===== config.mk =====
export PLATFORM = sky130hd
export DESIGN_NAME = snow64_decode_unit
export DESIGN_NICKNAME = d
export VERILOG_FILES = /design/src/rtl/snow64_decoder_pkg.sv /design/src/rtl/snow64_stream_if.sv /design/src/rtl/snow64_apb_regs.sv /design/src/rtl/snow64_decode_unit.sv /design/src/rtl/snow64_instr_decoder.sv /design/src/rtl/snow64_sync_fifo.sv
export VERILOG_INCLUDE_DIRS = /design/src /design/src/rtl
export SDC_FILE = /design/constraint.sdc
export NUM_CORES = 1
export LEC_CHECK = 0
export BUFFER_PORTS_ARGS = -buffer_cell sky130_fd_sc_hd__buf_2
export CAP_MARGIN = 0
export CORE_UTILIZATION = 25
export DETAILED_ROUTE_END_ITERATION = 10
export GPL_ROUTABILITY_DRIVEN = 0
export HOLD_SLACK_MARGIN = 0.05
export PLACE_DENSITY = 0.46
export RECOVER_POWER = 50
export SETUP_SLACK_MARGIN = 0.2
export SLEW_MARGIN = 20
export SYNTH_ARGS = -nofsm -noshare
export SYNTH_HDL_FRONTEND = slang
export SYNTH_SLANG_ARGS = --single-unit

===== constraint.sdc =====
create_clock -name clk -period 3.8 [get_ports clk]
set_input_delay 0.38 -clock clk [delete_from_list [all_inputs] [get_ports clk]]
set_output_delay 0.38 -clock clk [all_outputs]
set_load 0.02 [all_outputs]

===== src/rtl/snow64_decoder_params.svh =====
`ifndef SNOW64_DECODER_PARAMS_SVH
`define SNOW64_DECODER_PARAMS_SVH

// raw instruction word
`define SNOW64_INSTR_WIDTH 32

// width of the sign-extended immediate
`define SNOW64_ADDR_WIDTH 32

// entries per queue
`define SNOW64_FIFO_DEPTH 4

// occupancy counter, wide enough to hold a full queue
`define SNOW64_COUNT_WIDTH ($clog2(`SNOW64_FIFO_DEPTH + 1))

// apb bus widths
`define SNOW64_APB_ADDR_WIDTH 8
`define SNOW64_APB_DATA_WIDTH 32

// apb register offsets
`define SNOW64_REG_INSTR 8'h00
`define SNOW64_REG_DEC_FIELDS 8'h04
`define SNOW64_REG_DEC_IMM 8'h08
`define SNOW64_REG_STATUS 8'h0c

// replicate the top bit of val up to out_w bits
`define SNOW64_SIGN_EXTEND(out_w, in_w, val) {{((out_w) - (in_w)){val[(in_w) - 1]}}, val}

`endif


===== src/rtl/snow64_decoder_pkg.sv =====
`include "snow64_decoder_params.svh"

package snow64_decoder_pkg;

	typedef logic [`SNOW64_INSTR_WIDTH-1:0] instr_word_t;

	// layout shared by groups 0, 2 and 3
	typedef struct packed {
		logic [2:0] group;
		logic op_type;
		logic [3:0] oper;
		logic [3:0] ra_index;
		logic [3:0] rb_index;
		logic [3:0] rc_index;
		logic [11:0] simm12;
	} instr_group_t;

	// branches and jumps, one register and a wide offset
	typedef struct packed {
		logic [2:0] group;
		logic op_type;
		logic [3:0] oper;
		logic [3:0] ra_index;
		logic [19:0] simm20;
	} iog1_instr_t;

	// port i/o, two registers and a 16-bit immediate
	typedef struct packed {
		logic [2:0] group;
		logic op_type;
		logic [3:0] oper;
		logic [3:0] ra_index;
		logic [3:0] rb_index;
		logic [15:0] simm16;
	} iog4_instr_t;

	// group 0 alu operations
	typedef enum logic [3:0] {
		iog0_add = 4'd0,
		iog0_sub = 4'd1,
		iog0_sltu = 4'd2,
		iog0_slts = 4'd3,
		iog0_mul = 4'd4,
		iog0_div = 4'd5,
		iog0_and = 4'd6,
		iog0_orr = 4'd7,
		iog0_xor = 4'd8,
		iog0_shl = 4'd9,
		iog0_shr = 4'd10,
		iog0_inv = 4'd11,
		iog0_not = 4'd12,
		iog0_bad0 = 4'd13,
		iog0_bad1 = 4'd14,
		iog0_bad2 = 4'd15
	} iog0_oper_t;

	// group 1 control flow, everything from bad0 up is unused
	typedef enum logic [3:0] {
		iog1_bne = 4'd0,
		iog1_beq = 4'd1,
		iog1_bltu = 4'd2,
		iog1_blts = 4'd3,
		iog1_bgeu = 4'd4,
		iog1_bges = 4'd5,
		iog1_jmp = 4'd6,
		iog1_jmpr = 4'd7,
		iog1_jal = 4'd8,
		iog1_jalr = 4'd9,
		iog1_call = 4'd10,
		iog1_ret = 4'd11,
		iog1_bad0 = 4'd12
	} iog1_oper_t;

	// group 2 loads
	typedef enum logic [3:0] {
		iog2_ldu8 = 4'd0,
		iog2_lds8 = 4'd1,
		iog2_ldu16 = 4'd2,
		iog2_lds16 = 4'd3,
		iog2_ldu32 = 4'd4,
		iog2_lds32 = 4'd5,
		iog2_ldu64 = 4'd6,
		iog2_lds64 = 4'd7,
		iog2_ldf16 = 4'd8
	} iog2_oper_t;

	// group 3 stores
	typedef enum logic [3:0] {
		iog3_st8 = 4'd0,
		iog3_st16 = 4'd2,
		iog3_st32 = 4'd4,
		iog3_st64 = 4'd6,
		iog3_stf16 = 4'd8
	} iog3_oper_t;

	// group 4 port i/o
	typedef enum logic [3:0] {
		iog4_in = 4'd0,
		iog4_out = 4'd8
	} iog4_oper_t;

	typedef struct packed {
		logic [2:0] group;
		logic op_type;
		logic [3:0] oper;
		logic [3:0] ra_index;
		logic [3:0] rb_index;
		logic [3:0] rc_index;
		logic nop;
		logic [`SNOW64_ADDR_WIDTH-1:0] signext_imm;
	} decoded_instr_t;

endpackage


===== src/rtl/snow64_stream_if.sv =====
`timescale 1ns/1ps

interface snow64_stream_if #(
	parameter type payload_t = snow64_decoder_pkg::instr_word_t
) ();

	logic valid;
	logic ready;
	payload_t data;

	// data is held from valid until the beat is taken
	modport source (
		output valid,
		output data,
		input ready
	);

	modport sink (
		input valid,
		input data,
		output ready
	);

endinterface


===== src/rtl/snow64_apb_regs.sv =====
`timescale 1ns/1ps
`include "snow64_decoder_params.svh"

module snow64_apb_regs (
	input logic clk,
	input logic rst_n,
	input logic psel,
	input logic penable,
	input logic pwrite,
	input logic [`SNOW64_APB_ADDR_WIDTH-1:0] paddr,
	input logic [`SNOW64_APB_DATA_WIDTH-1:0] pwdata,
	output logic [`SNOW64_APB_DATA_WIDTH-1:0] prdata,
	output logic pready,
	output logic pslverr,
	snow64_stream_if.source instr_out,
	snow64_stream_if.sink result_in,
	input logic instr_full,
	input logic [`SNOW64_COUNT_WIDTH-1:0] result_count
);

	logic setup_phase;
	logic access_phase;
	logic [`SNOW64_APB_DATA_WIDTH-1:0] next_rdata;
	logic next_err;
	snow64_decoder_pkg::decoded_instr_t head;

	assign setup_phase = psel && !penable;
	assign access_phase = psel && penable;
	assign pready = 1'b1;
	assign head = result_in.data;

	// response is worked out during setup so it is ready for the access phase
	always_comb
	begin
		next_rdata = '0;
		next_err = 1'b0;
		if (pwrite)
		begin
			next_err = (paddr == `SNOW64_REG_INSTR) && instr_full;
		end
		else
		begin
			case (paddr)
			`SNOW64_REG_DEC_FIELDS:
			begin
				if (result_in.valid)
					next_rdata = {head.group, head.op_type, head.oper, head.ra_index,
						head.rb_index, head.rc_index, 11'd0, head.nop};
				else
					next_err = 1'b1;
			end
			`SNOW64_REG_DEC_IMM:
			begin
				if (result_in.valid)
					next_rdata = head.signext_imm;
				else
					next_err = 1'b1;
			end
			`SNOW64_REG_STATUS:
			begin
				next_rdata = {{(`SNOW64_APB_DATA_WIDTH - 8){1'b0}}, 4'(result_count),
					2'b00, (result_count == '0), instr_full};
			end
			default:
			begin
				next_rdata = '0;
			end
			endcase
		end
	end

	always_ff @(posedge clk or negedge rst_n)
	begin
		if (!rst_n)
		begin
			prdata <= '0;
			pslverr <= 1'b0;
		end
		else if (setup_phase)
		begin
			prdata <= next_rdata;
			pslverr <= next_err;
		end
		else if (!psel)
		begin
			prdata <= '0;
			pslverr <= 1'b0;
		end
	end

	// push on the access phase, unless setup flagged the queue as full
	assign instr_out.valid = access_phase && pwrite && (paddr == `SNOW64_REG_INSTR) && !pslverr;
	assign instr_out.data = pwdata;

	// reading the immediate retires the head result
	assign result_in.ready = access_phase && !pwrite && (paddr == `SNOW64_REG_DEC_IMM)
		&& !pslverr;

	penable_needs_psel: assert property (@(posedge clk) disable iff (!rst_n)
		penable |-> psel);

	// setup must lead into access on the same register
	setup_then_access: assert property (@(posedge clk) disable iff (!rst_n)
		setup_phase |=> access_phase && $stable(paddr) && $stable(pwrite));

endmodule


===== src/rtl/snow64_decode_unit.sv =====
`timescale 1ns/1ps
`include "snow64_decoder_params.svh"

module snow64_decode_unit (
	input logic clk,
	input logic rst_n,
	input logic psel,
	input logic penable,
	input logic pwrite,
	input logic [`SNOW64_APB_ADDR_WIDTH-1:0] paddr,
	input logic [`SNOW64_APB_DATA_WIDTH-1:0] pwdata,
	output logic [`SNOW64_APB_DATA_WIDTH-1:0] prdata,
	output logic pready,
	output logic pslverr
);

	localparam int count_width = `SNOW64_COUNT_WIDTH;
	localparam logic [count_width-1:0] full_count = count_width'(`SNOW64_FIFO_DEPTH);

	logic [count_width-1:0] instr_count;
	logic [count_width-1:0] result_count;
	logic instr_full;

	// apb -> instr queue -> decoder -> result queue -> apb
	snow64_stream_if #(.payload_t(snow64_decoder_pkg::instr_word_t)) instr_stream ();
	snow64_stream_if #(.payload_t(snow64_decoder_pkg::instr_word_t)) decode_in ();
	snow64_stream_if #(.payload_t(snow64_decoder_pkg::decoded_instr_t)) decode_out ();
	snow64_stream_if #(.payload_t(snow64_decoder_pkg::decoded_instr_t)) result_stream ();

	assign instr_full = (instr_count == full_count);

	snow64_apb_regs u_apb_regs (
		.clk(clk),
		.rst_n(rst_n),
		.psel(psel),
		.penable(penable),
		.pwrite(pwrite),
		.paddr(paddr),
		.pwdata(pwdata),
		.prdata(prdata),
		.pready(pready),
		.pslverr(pslverr),
		.instr_out(instr_stream.source),
		.result_in(result_stream.sink),
		.instr_full(instr_full),
		.result_count(result_count)
	);

	snow64_sync_fifo #(.payload_t(snow64_decoder_pkg::instr_word_t)) instr_fifo (
		.clk(clk),
		.rst_n(rst_n),
		.in(instr_stream.sink),
		.out(decode_in.source),
		.count(instr_count)
	);

	snow64_instr_decoder u_decoder (
		.in(decode_in.sink),
		.out(decode_out.source)
	);

	snow64_sync_fifo #(.payload_t(snow64_decoder_pkg::decoded_instr_t)) result_fifo (
		.clk(clk),
		.rst_n(rst_n),
		.in(decode_out.sink),
		.out(result_stream.source),
		.count(result_count)
	);

endmodule


===== src/rtl/snow64_instr_decoder.sv =====
`timescale 1ns/1ps
`include "snow64_decoder_params.svh"

module snow64_instr_decoder (
	snow64_stream_if.sink in,
	snow64_stream_if.source out
);

	snow64_decoder_pkg::instr_group_t iog_instr;
	snow64_decoder_pkg::iog1_instr_t iog1_instr;
	snow64_decoder_pkg::iog4_instr_t iog4_instr;
	snow64_decoder_pkg::decoded_instr_t dec;

	// same word seen through each group layout
	assign iog_instr = in.data;
	assign iog1_instr = in.data;
	assign iog4_instr = in.data;

	// no storage here, handshake goes straight through
	assign out.valid = in.valid;
	assign in.ready = out.ready;
	assign out.data = dec;

	always_comb
	begin
		dec.group = iog_instr.group;
		dec.op_type = iog_instr.op_type;
		dec.ra_index = iog_instr.ra_index;
		dec.rb_index = iog_instr.rb_index;
		dec.rc_index = iog_instr.rc_index;

		case (iog_instr.group)
		3'd0:
		begin
			dec.oper = iog_instr.oper;
			dec.nop = (iog_instr.oper == snow64_decoder_pkg::iog0_bad0)
				|| (iog_instr.oper == snow64_decoder_pkg::iog0_bad1)
				|| (iog_instr.oper == snow64_decoder_pkg::iog0_bad2);
			dec.signext_imm = `SNOW64_SIGN_EXTEND(`SNOW64_ADDR_WIDTH,
				$bits(iog_instr.simm12), iog_instr.simm12);
		end

		3'd1:
		begin
			dec.oper = iog1_instr.oper;
			dec.nop = (iog1_instr.oper >= snow64_decoder_pkg::iog1_bad0);
			dec.signext_imm = `SNOW64_SIGN_EXTEND(`SNOW64_ADDR_WIDTH,
				$bits(iog1_instr.simm20), iog1_instr.simm20);
		end

		3'd2:
		begin
			dec.oper = iog_instr.oper;
			// upper half is unused apart from ldf16
			dec.nop = iog_instr.oper[3]
				&& (iog_instr.oper != snow64_decoder_pkg::iog2_ldf16);
			dec.signext_imm = `SNOW64_SIGN_EXTEND(`SNOW64_ADDR_WIDTH,
				$bits(iog_instr.simm12), iog_instr.simm12);
		end

		3'd3:
		begin
			dec.oper = iog_instr.oper;
			dec.nop = iog_instr.oper[3]
				&& (iog_instr.oper != snow64_decoder_pkg::iog3_stf16);
			dec.signext_imm = `SNOW64_SIGN_EXTEND(`SNOW64_ADDR_WIDTH,
				$bits(iog_instr.simm12), iog_instr.simm12);
		end

		3'd4:
		begin
			dec.oper = iog4_instr.oper;
			dec.nop = iog4_instr.oper[3]
				&& (iog4_instr.oper != snow64_decoder_pkg::iog4_out);
			dec.signext_imm = `SNOW64_SIGN_EXTEND(`SNOW64_ADDR_WIDTH,
				$bits(iog4_instr.simm16), iog4_instr.simm16);
		end

		// groups 5 to 7 are not defined yet
		default:
		begin
			dec.oper = '0;
			dec.nop = 1'b1;
			dec.signext_imm = '0;
		end
		endcase
	end

endmodule


===== src/rtl/snow64_sync_fifo.sv =====
`timescale 1ns/1ps
`include "snow64_decoder_params.svh"

module snow64_sync_fifo #(
	parameter type payload_t = snow64_decoder_pkg::instr_word_t
) (
	input logic clk,
	input logic rst_n,
	snow64_stream_if.sink in,
	snow64_stream_if.source out,
	output logic [`SNOW64_COUNT_WIDTH-1:0] count
);

	localparam int depth = `SNOW64_FIFO_DEPTH;
	localparam int ptr_width = (depth > 1) ? $clog2(depth) : 1;
	localparam int count_width = `SNOW64_COUNT_WIDTH;
	localparam logic [count_width-1:0] full_count = count_width'(depth);
	localparam logic [ptr_width-1:0] last_ptr = ptr_width'(depth - 1);

	payload_t mem [depth];
	logic [ptr_width-1:0] wr_ptr;
	logic [ptr_width-1:0] rd_ptr;
	logic push;
	logic pop;

	assign in.ready = (count != full_count);
	assign push = in.valid && in.ready;

	// head is visible the cycle after it was written
	assign out.valid = (count != '0);
	assign out.data = mem[rd_ptr];
	assign pop = out.valid && out.ready;

	always_ff @(posedge clk)
	begin
		if (push)
			mem[wr_ptr] <= in.data;
	end

	always_ff @(posedge clk or negedge rst_n)
	begin
		if (!rst_n)
		begin
			wr_ptr <= '0;
			rd_ptr <= '0;
			count <= '0;
		end
		else
		begin
			if (push)
				wr_ptr <= (wr_ptr == last_ptr) ? '0 : wr_ptr + 1'b1;
			if (pop)
				rd_ptr <= (rd_ptr == last_ptr) ? '0 : rd_ptr + 1'b1;
			case ({push, pop})
			2'b10: count <= count + 1'b1;
			2'b01: count <= count - 1'b1;
			default: count <= count;
			endcase
		end
	end

	// occupancy stays within depth and agrees with the pointer distance
	count_in_range: assert property (@(posedge clk) disable iff (!rst_n)
		count <= full_count && (int'(rd_ptr) + int'(count)) % depth == int'(wr_ptr));

	// a stalled upstream beat must hold until this queue takes it
	in_stable: assert property (@(posedge clk) disable iff (!rst_n)
		in.valid && !in.ready |=> in.valid && $stable(in.data));

endmodule


# After elaboration in Yosys (flattened, before gate mapping)
# Memory sizes are Yosys's and may differ from the RTL's.
# Cells that the tools add are included.
word_totals:
  ff_bits: 47
  ram_bits: 340
  input_bits: 45
  out_inout_bits: 34
  word_cells: 93
  memories: 2
memory_table:
  columns: ["name", "depth", "word_bits", "rd", "rd_ports_with_merged_regs", "wr", "line", "source"]
  rows:
  - ["result_fifo.mem", 4, 53, 1, 0, 1, "snow64_sync_fifo.sv:20", "payload_t mem [depth];"]
  - ["instr_fifo.mem", 4, 32, 1, 0, 1, "snow64_sync_fifo.sv:20", null]
classes:
  addsub: 8
  order_cmp: 1
  eq_ne: 23
  mux: 23
  n_reduce_logical: 28
ops:
  columns: ["operator", "n"]
  rows:
  - ["$mux W32", 5]
  - ["$pmux W33 S4", 1]
  - ["$pmux W32 S3", 1]
  - ["$eq A8 B4 Y1 const B", 2]
  - ["$logic_and A1 B1 Y1", 13]
  - ["$eq A2 B2 Y1 const B", 6]
  - ["$eq A4 B4 Y1 const B", 3]
  - ["$pmux W3 S2", 2]
  - ["$mux W1", 9]
  - ["$add A2 B1 Y2 const B", 4]
  - ["$eq A8 B3 Y1 const B", 1]
  - ["$logic_not A8 Y1", 1]
  - ["$mux W2", 4]
  - ["$add A3 B1 Y3 const B", 2]
  - ["$eq A3 B2 Y1 const B", 2]
  - ["$eq A3 B3 Y1 const B", 2]
  - ["$logic_not A3 Y1", 2]
  - ["$ne A3 B3 Y1 const B", 2]
  - ["$reduce_bool A3 Y1", 2]
  - ["$sub A3 B1 Y3 const B", 2]
  - ["$reduce_or A5 Y1", 1]
  - ["$eq A2 B1 Y1 const B", 2]
  - ["$ge A4 B4 Y1 const B", 1]
  - ["$mux W4", 1]
  - ["7 further kinds", 12]

# Logic depth before layout (Yosys ltp)
depth:
  ltp_word: 7
  depth_mapped: 12
  depth_no_buf: 11

# By module
# From an unflattened synthesis, not the netlist that was laid out.
unflattened:
  hier_cells: 786
  area_unflattened_um2: 15461.1
by_module_without_submodules:
  columns: ["module", "n_inst", "cells_per_inst", "area_each_um2", "seq_area_each_um2"]
  rows:
  - ["snow64_sync_fifo (result_fifo)", 1, 317, 8085.3, 6541.3]
  - ["snow64_sync_fifo (instr_fifo)", 1, 208, 5068.6, 4018.9]
  - ["snow64_apb_regs", 1, 189, 1795.5, 825.8]
  - ["snow64_instr_decoder", 1, 71, 499.2, 0.0]
  - ["snow64_decode_unit", 1, 1, 12.5, 0.0]

# Worst setup path after synthesis
# Ideal clock, no wire load.
synth_path:
  kind: "in2reg"
  from: "input paddr[1]"
  to: "memory instr_fifo.mem[3][0] (netlist bit), enable pin"
  setup_ps: 392
  arrival_ps: 2130
  required_time_ps: 3408
  path_slack_ps: 1278
  stages: 6
  path_buffers: 1
  path_cell_list: "nor4_4 and2_1 buf_2 nand4_1 nor3_4 and2_1"
synth_between:
  elab_chain_len: 6
synth_lines:
  columns: ["element", "line", "source"]
  rows:
  - ["start: declaration", "snow64_decode_unit.sv:10", "input logic [`SNOW64_APB_ADDR_WIDTH-1:0] paddr,"]
  - ["$logic_not A8 Y1 (no source line)", null, null]
  - ["$logic_and A1 B1 Y1 (2 in series)", "snow64_apb_regs.sv:92", "assign instr_out.valid = access_phase && pwrite && (paddr == `SNOW64_REG_INSTR) && !pslverr;"]
  - ["$logic_and A1 B1 Y1", "snow64_sync_fifo.sv:27", "assign push = in.valid && in.ready;"]
  - ["$mux W1", "snow64_sync_fifo.sv:36", "if (push)"]
  - ["$mux W1 (not written as such)", "snow64_sync_fifo.sv:37", "mem[wr_ptr] <= in.data;"]
  - ["end: declaration", "snow64_sync_fifo.sv:20", null]
# No other way between the ends.

==> qor.csv <==
stage,metric,value,unit
run_status,status,finished clean,
synth,syn_area,0.01322,mm²
place,io_buffers,77,
clocking,post_cts_resized,0,
run,drv_cap,0,
clocking,cts_tree,done,
timing,skew,15.37,ps
routing,routedWlPerCell,18.85,µm
timing,fin_setup_tns,0,ps
synth,ys_seq_elements,339,
floorplan,pin_count,79,
routing,drt_iter0_drc,349,
setup_path,crit_arrival,3050,ps
setup_path,reg2reg_depth,3,
timing,rsz0062_at_grt,no,
synth,ys.flop_type,edfxtp_1,
synth,seq_area_frac_synth,75.23,%
finish,fillerInstances,5049,
clocking,worstSkewPairLatency,530,ps
floorplan,initial_utilization,25.51,%
synth,synth-async-reset-ratio,13.86,%
routing,antenna_left,0,
clocking,cts_buffers,39,
synth,yosys.area_share.simple,3.909,%
setup_path,critPathMaxStageDelay,980,ps
global_route,antenna_found_initial,3,
synth,synthTopCellsByArea,"edfxtp_1 (66%), mux4_2 (11%), dfrtp_1 (8.9%), mux4_1 (1.6%), ha_1 (1.1%)",
global_route,grt.met2_usage,16.04,%
place,dp_hpwl,17490,µm
hold_path,hold_depth,2,
synth,synth.area.mux_share,13.27,%
pwr,cellPowerDensity,752.7,mW/mm²
global_route,grt_overflow,0,
timing,holdWs,128.0,ps
timing,fin_crit,2781,ps
floorplan,die_area,0.05380,mm²
synth,synth_top_area_share,66.33,%
clocking,postCtsHoldBufs,19,
setup_path,startpoint_type,flip-flop,
timing,tightestPinTransition,1348,ps
timing,relSlewSlack,10.16,%
setup_path,path_class,flip-flop to flip-flop,
place,place_area,0.01446,mm²
synth,synthAdderAreaFrac,1.439,%
hold_path,hp-class,input pin to flip-flop,
clocking,clk_pin_slew,60,ps
finish,syn2layout_area_growth,19.61,%
hold_path,whs_endpoint,u_apb_regs.pslverr,
synth,yosys.area.top_type,edfxtp_1,
setup_path,crit_slowest_cell,dfrtp_1,
clocking,cts_setup_buffers,0,
global_route,busiest_layer,met2,
pwr,peakVddDrop,0.2926,mV
finish,final_area,0.01581,mm²
synth,synth_xor_xnor_area_share,0.5301,%
routing,routed_wl,28310,µm
timing,setup_violations,0,
global_route,grt_util_all_layers,10.66,%
routing,first_pass_iters,4,
setup_path,r2r_slack,1020,ps
finish,num-nets-final,851,
synth,synth-warning-count,0,
setup_path,cp_top_family,flip-flops,
global_route,grt_max_degree,48,
global_route,grt_pass1_wl,42760,µm
floorplan,coreArea,0.05182,mm²
routing,vias,6309,
setup_path,critical_path.endpoint_type,flip-flop,
timing,final_max_slew_viol_count,0,
finish,drive_above_1_share,19.49,%
synth,syn_inst,668,
clocking,cts_buffer_depth,3,
routing,routed_via_density,4.200,
synth,synth_edf_count,292,
clocking,htreeDepth,2,
pwr,p_leak,5.285,nW
timing,clock.fmax,0.3596,GHz
synth,yosysUniqueCellTypes,52,
clocking,cts_sinks,339,
timing,finalHoldViolations,0,
setup_path,path_cells,clkbuf_1 -> mux4_1 -> a21o_1,
global_route,met1_usage,15.06,%
global_route,met3_usage,2.566,%
setup_path,critPathRequiredTime,4070,ps
floorplan,rows,83,
floorplan,die_h,231.9,µm
setup_path,timing.rr.start,instr_fifo.rd_ptr[0],
clocking,root_buffer,clkbuf_16,
synth,synth_top_family_by_area,multiplexers,
setup_path,cp_num_buf_inv,1,
synth,synthTopCellsByCount,"edfxtp_1 (292), mux4_2 (65), dfrtp_1 (47)",
synth,syn_nets,727,
floorplan,dieWidth,231.9,µm
global_route,grt_pass1_vias,6763,
timing,post-route-period-util,73.18,%
setup_path,crit_fanout,16,
setup_path,r2r_end,result_fifo.mem[2][17],
synth,synth-compound-area-share,3.701,%
hold_path,min_from,psel,
synth,syn-mean-instance-area,19.79,µm²
routing,drc,0,
synth,yosysMostFrequentCell,edfxtp_1,
-- worst register-to-register path: stages, from the launching register on --
cell and delay [ps]:
dfrtp_1 980, clkbuf_1 510, mux4_1 770, a21o_1 260
-- flip-flops by register name (all words and copies together), names as in the netlist --
register / flops
instr_fifo.count: 3
instr_fifo.mem: 128
instr_fifo.rd_ptr: 2
instr_fifo.wr_ptr: 2
result_fifo.count: 3
result_fifo.mem: 164
result_fifo.rd_ptr: 2
result_fifo.wr_ptr: 2
u_apb_regs.prdata: 32
u_apb_regs.pslverr: 1
-- cells by family (layout without fill, tap and decap cells) --
group                    Yosys count  in the layout
multiplexers                      80             80
buffers and inverters             53            206
AO/OA/AOI/OAI                     77             77
flip-flops                       339            339
other                              1              2
XOR/XNOR                           8              8
AND/OR/NAND/NOR                   96             96
adder cells (fa/ha/maj)           14             14
-- report_power, final --
group | switching [mW] | internal [mW]
Clock | 1.44 | 2.26
Sequential | 0.282 | 5.42
Combinational | 1.51 | 0.980
-- layout make-up --
cell class              count  area (µm²)  share of cell area, %
flip-flops and latches    339        9946                  62.90
repair buffers            115       651.9                  4.123
well taps                 680       850.8                  5.381
diodes                      1       2.502                0.01583
clock inverters            22       200.2                  1.266
clock buffers              48        1072                  6.782
inverters                  21       78.83                 0.4985
multi-input cells         276        3009                  19.03
-- per-layer routing --
| layer | part of all wire [%] | wire [µm] | up-vias |
|---|---|---|---|
| li1 | - | - | 2910 |
| met1 | 49 | 13910 | 3219 |
| met2 | 44 | 12390 | 130 |
| met3 | 4.9 | 1398 | 46 |
| met4 | 2.0 | 580 | 4 |
| met5 | 0.081 | 23 | - |
-- cell usage in the layout, fill, tap and decap left out, types with 14 or more instances in the layout --
cell type and count:
edfxtp_1 292, a21oi_1 15, mux4_2 65, o21ai_0 28, dfrtp_1 46, clkbuf_16 41, dlygate4sd3_1 19, clkbuf_1 72
inv_1 21, nor2b_1 18, buf_4 14, nand2_1 35
-- through the flow --
step           std cells  setup slack, ps  total power, mW  util [%]
3_5_place_dp        1412             1093            8.363     27.91
6_report            1502             1019            11.90     30.51
4_1_cts             1501             1269            12.14     30.73
5_1_grt             1502            786.8            12.51     30.51
3_3_place_gp        1412             1141            8.298     27.90
2_1_floorplan        668             1278            7.407         -
-- how the worst max path moves through the flow --
stage | end | slack, ps | depth (start not counted) | from
global route | result_fifo.mem[3][17] | 790 | 3 | instr_fifo.rd_ptr[0]
finish | result_fifo.mem[2][17] | 1020 | 3 | instr_fifo.rd_ptr[0]
detailed placement | result_fifo.count[2] | 1090 | 11 | paddr[1]
global placement | instr_fifo.mem[1][13] | 1140 | 7 | paddr[1]
CTS | result_fifo.count[2] | 1270 | 10 | result_fifo.count[0]
floorplan | instr_fifo.mem[3][0] | 1280 | 6 | paddr[1]
Note: power is estimated with default switching activity, not from simulation.
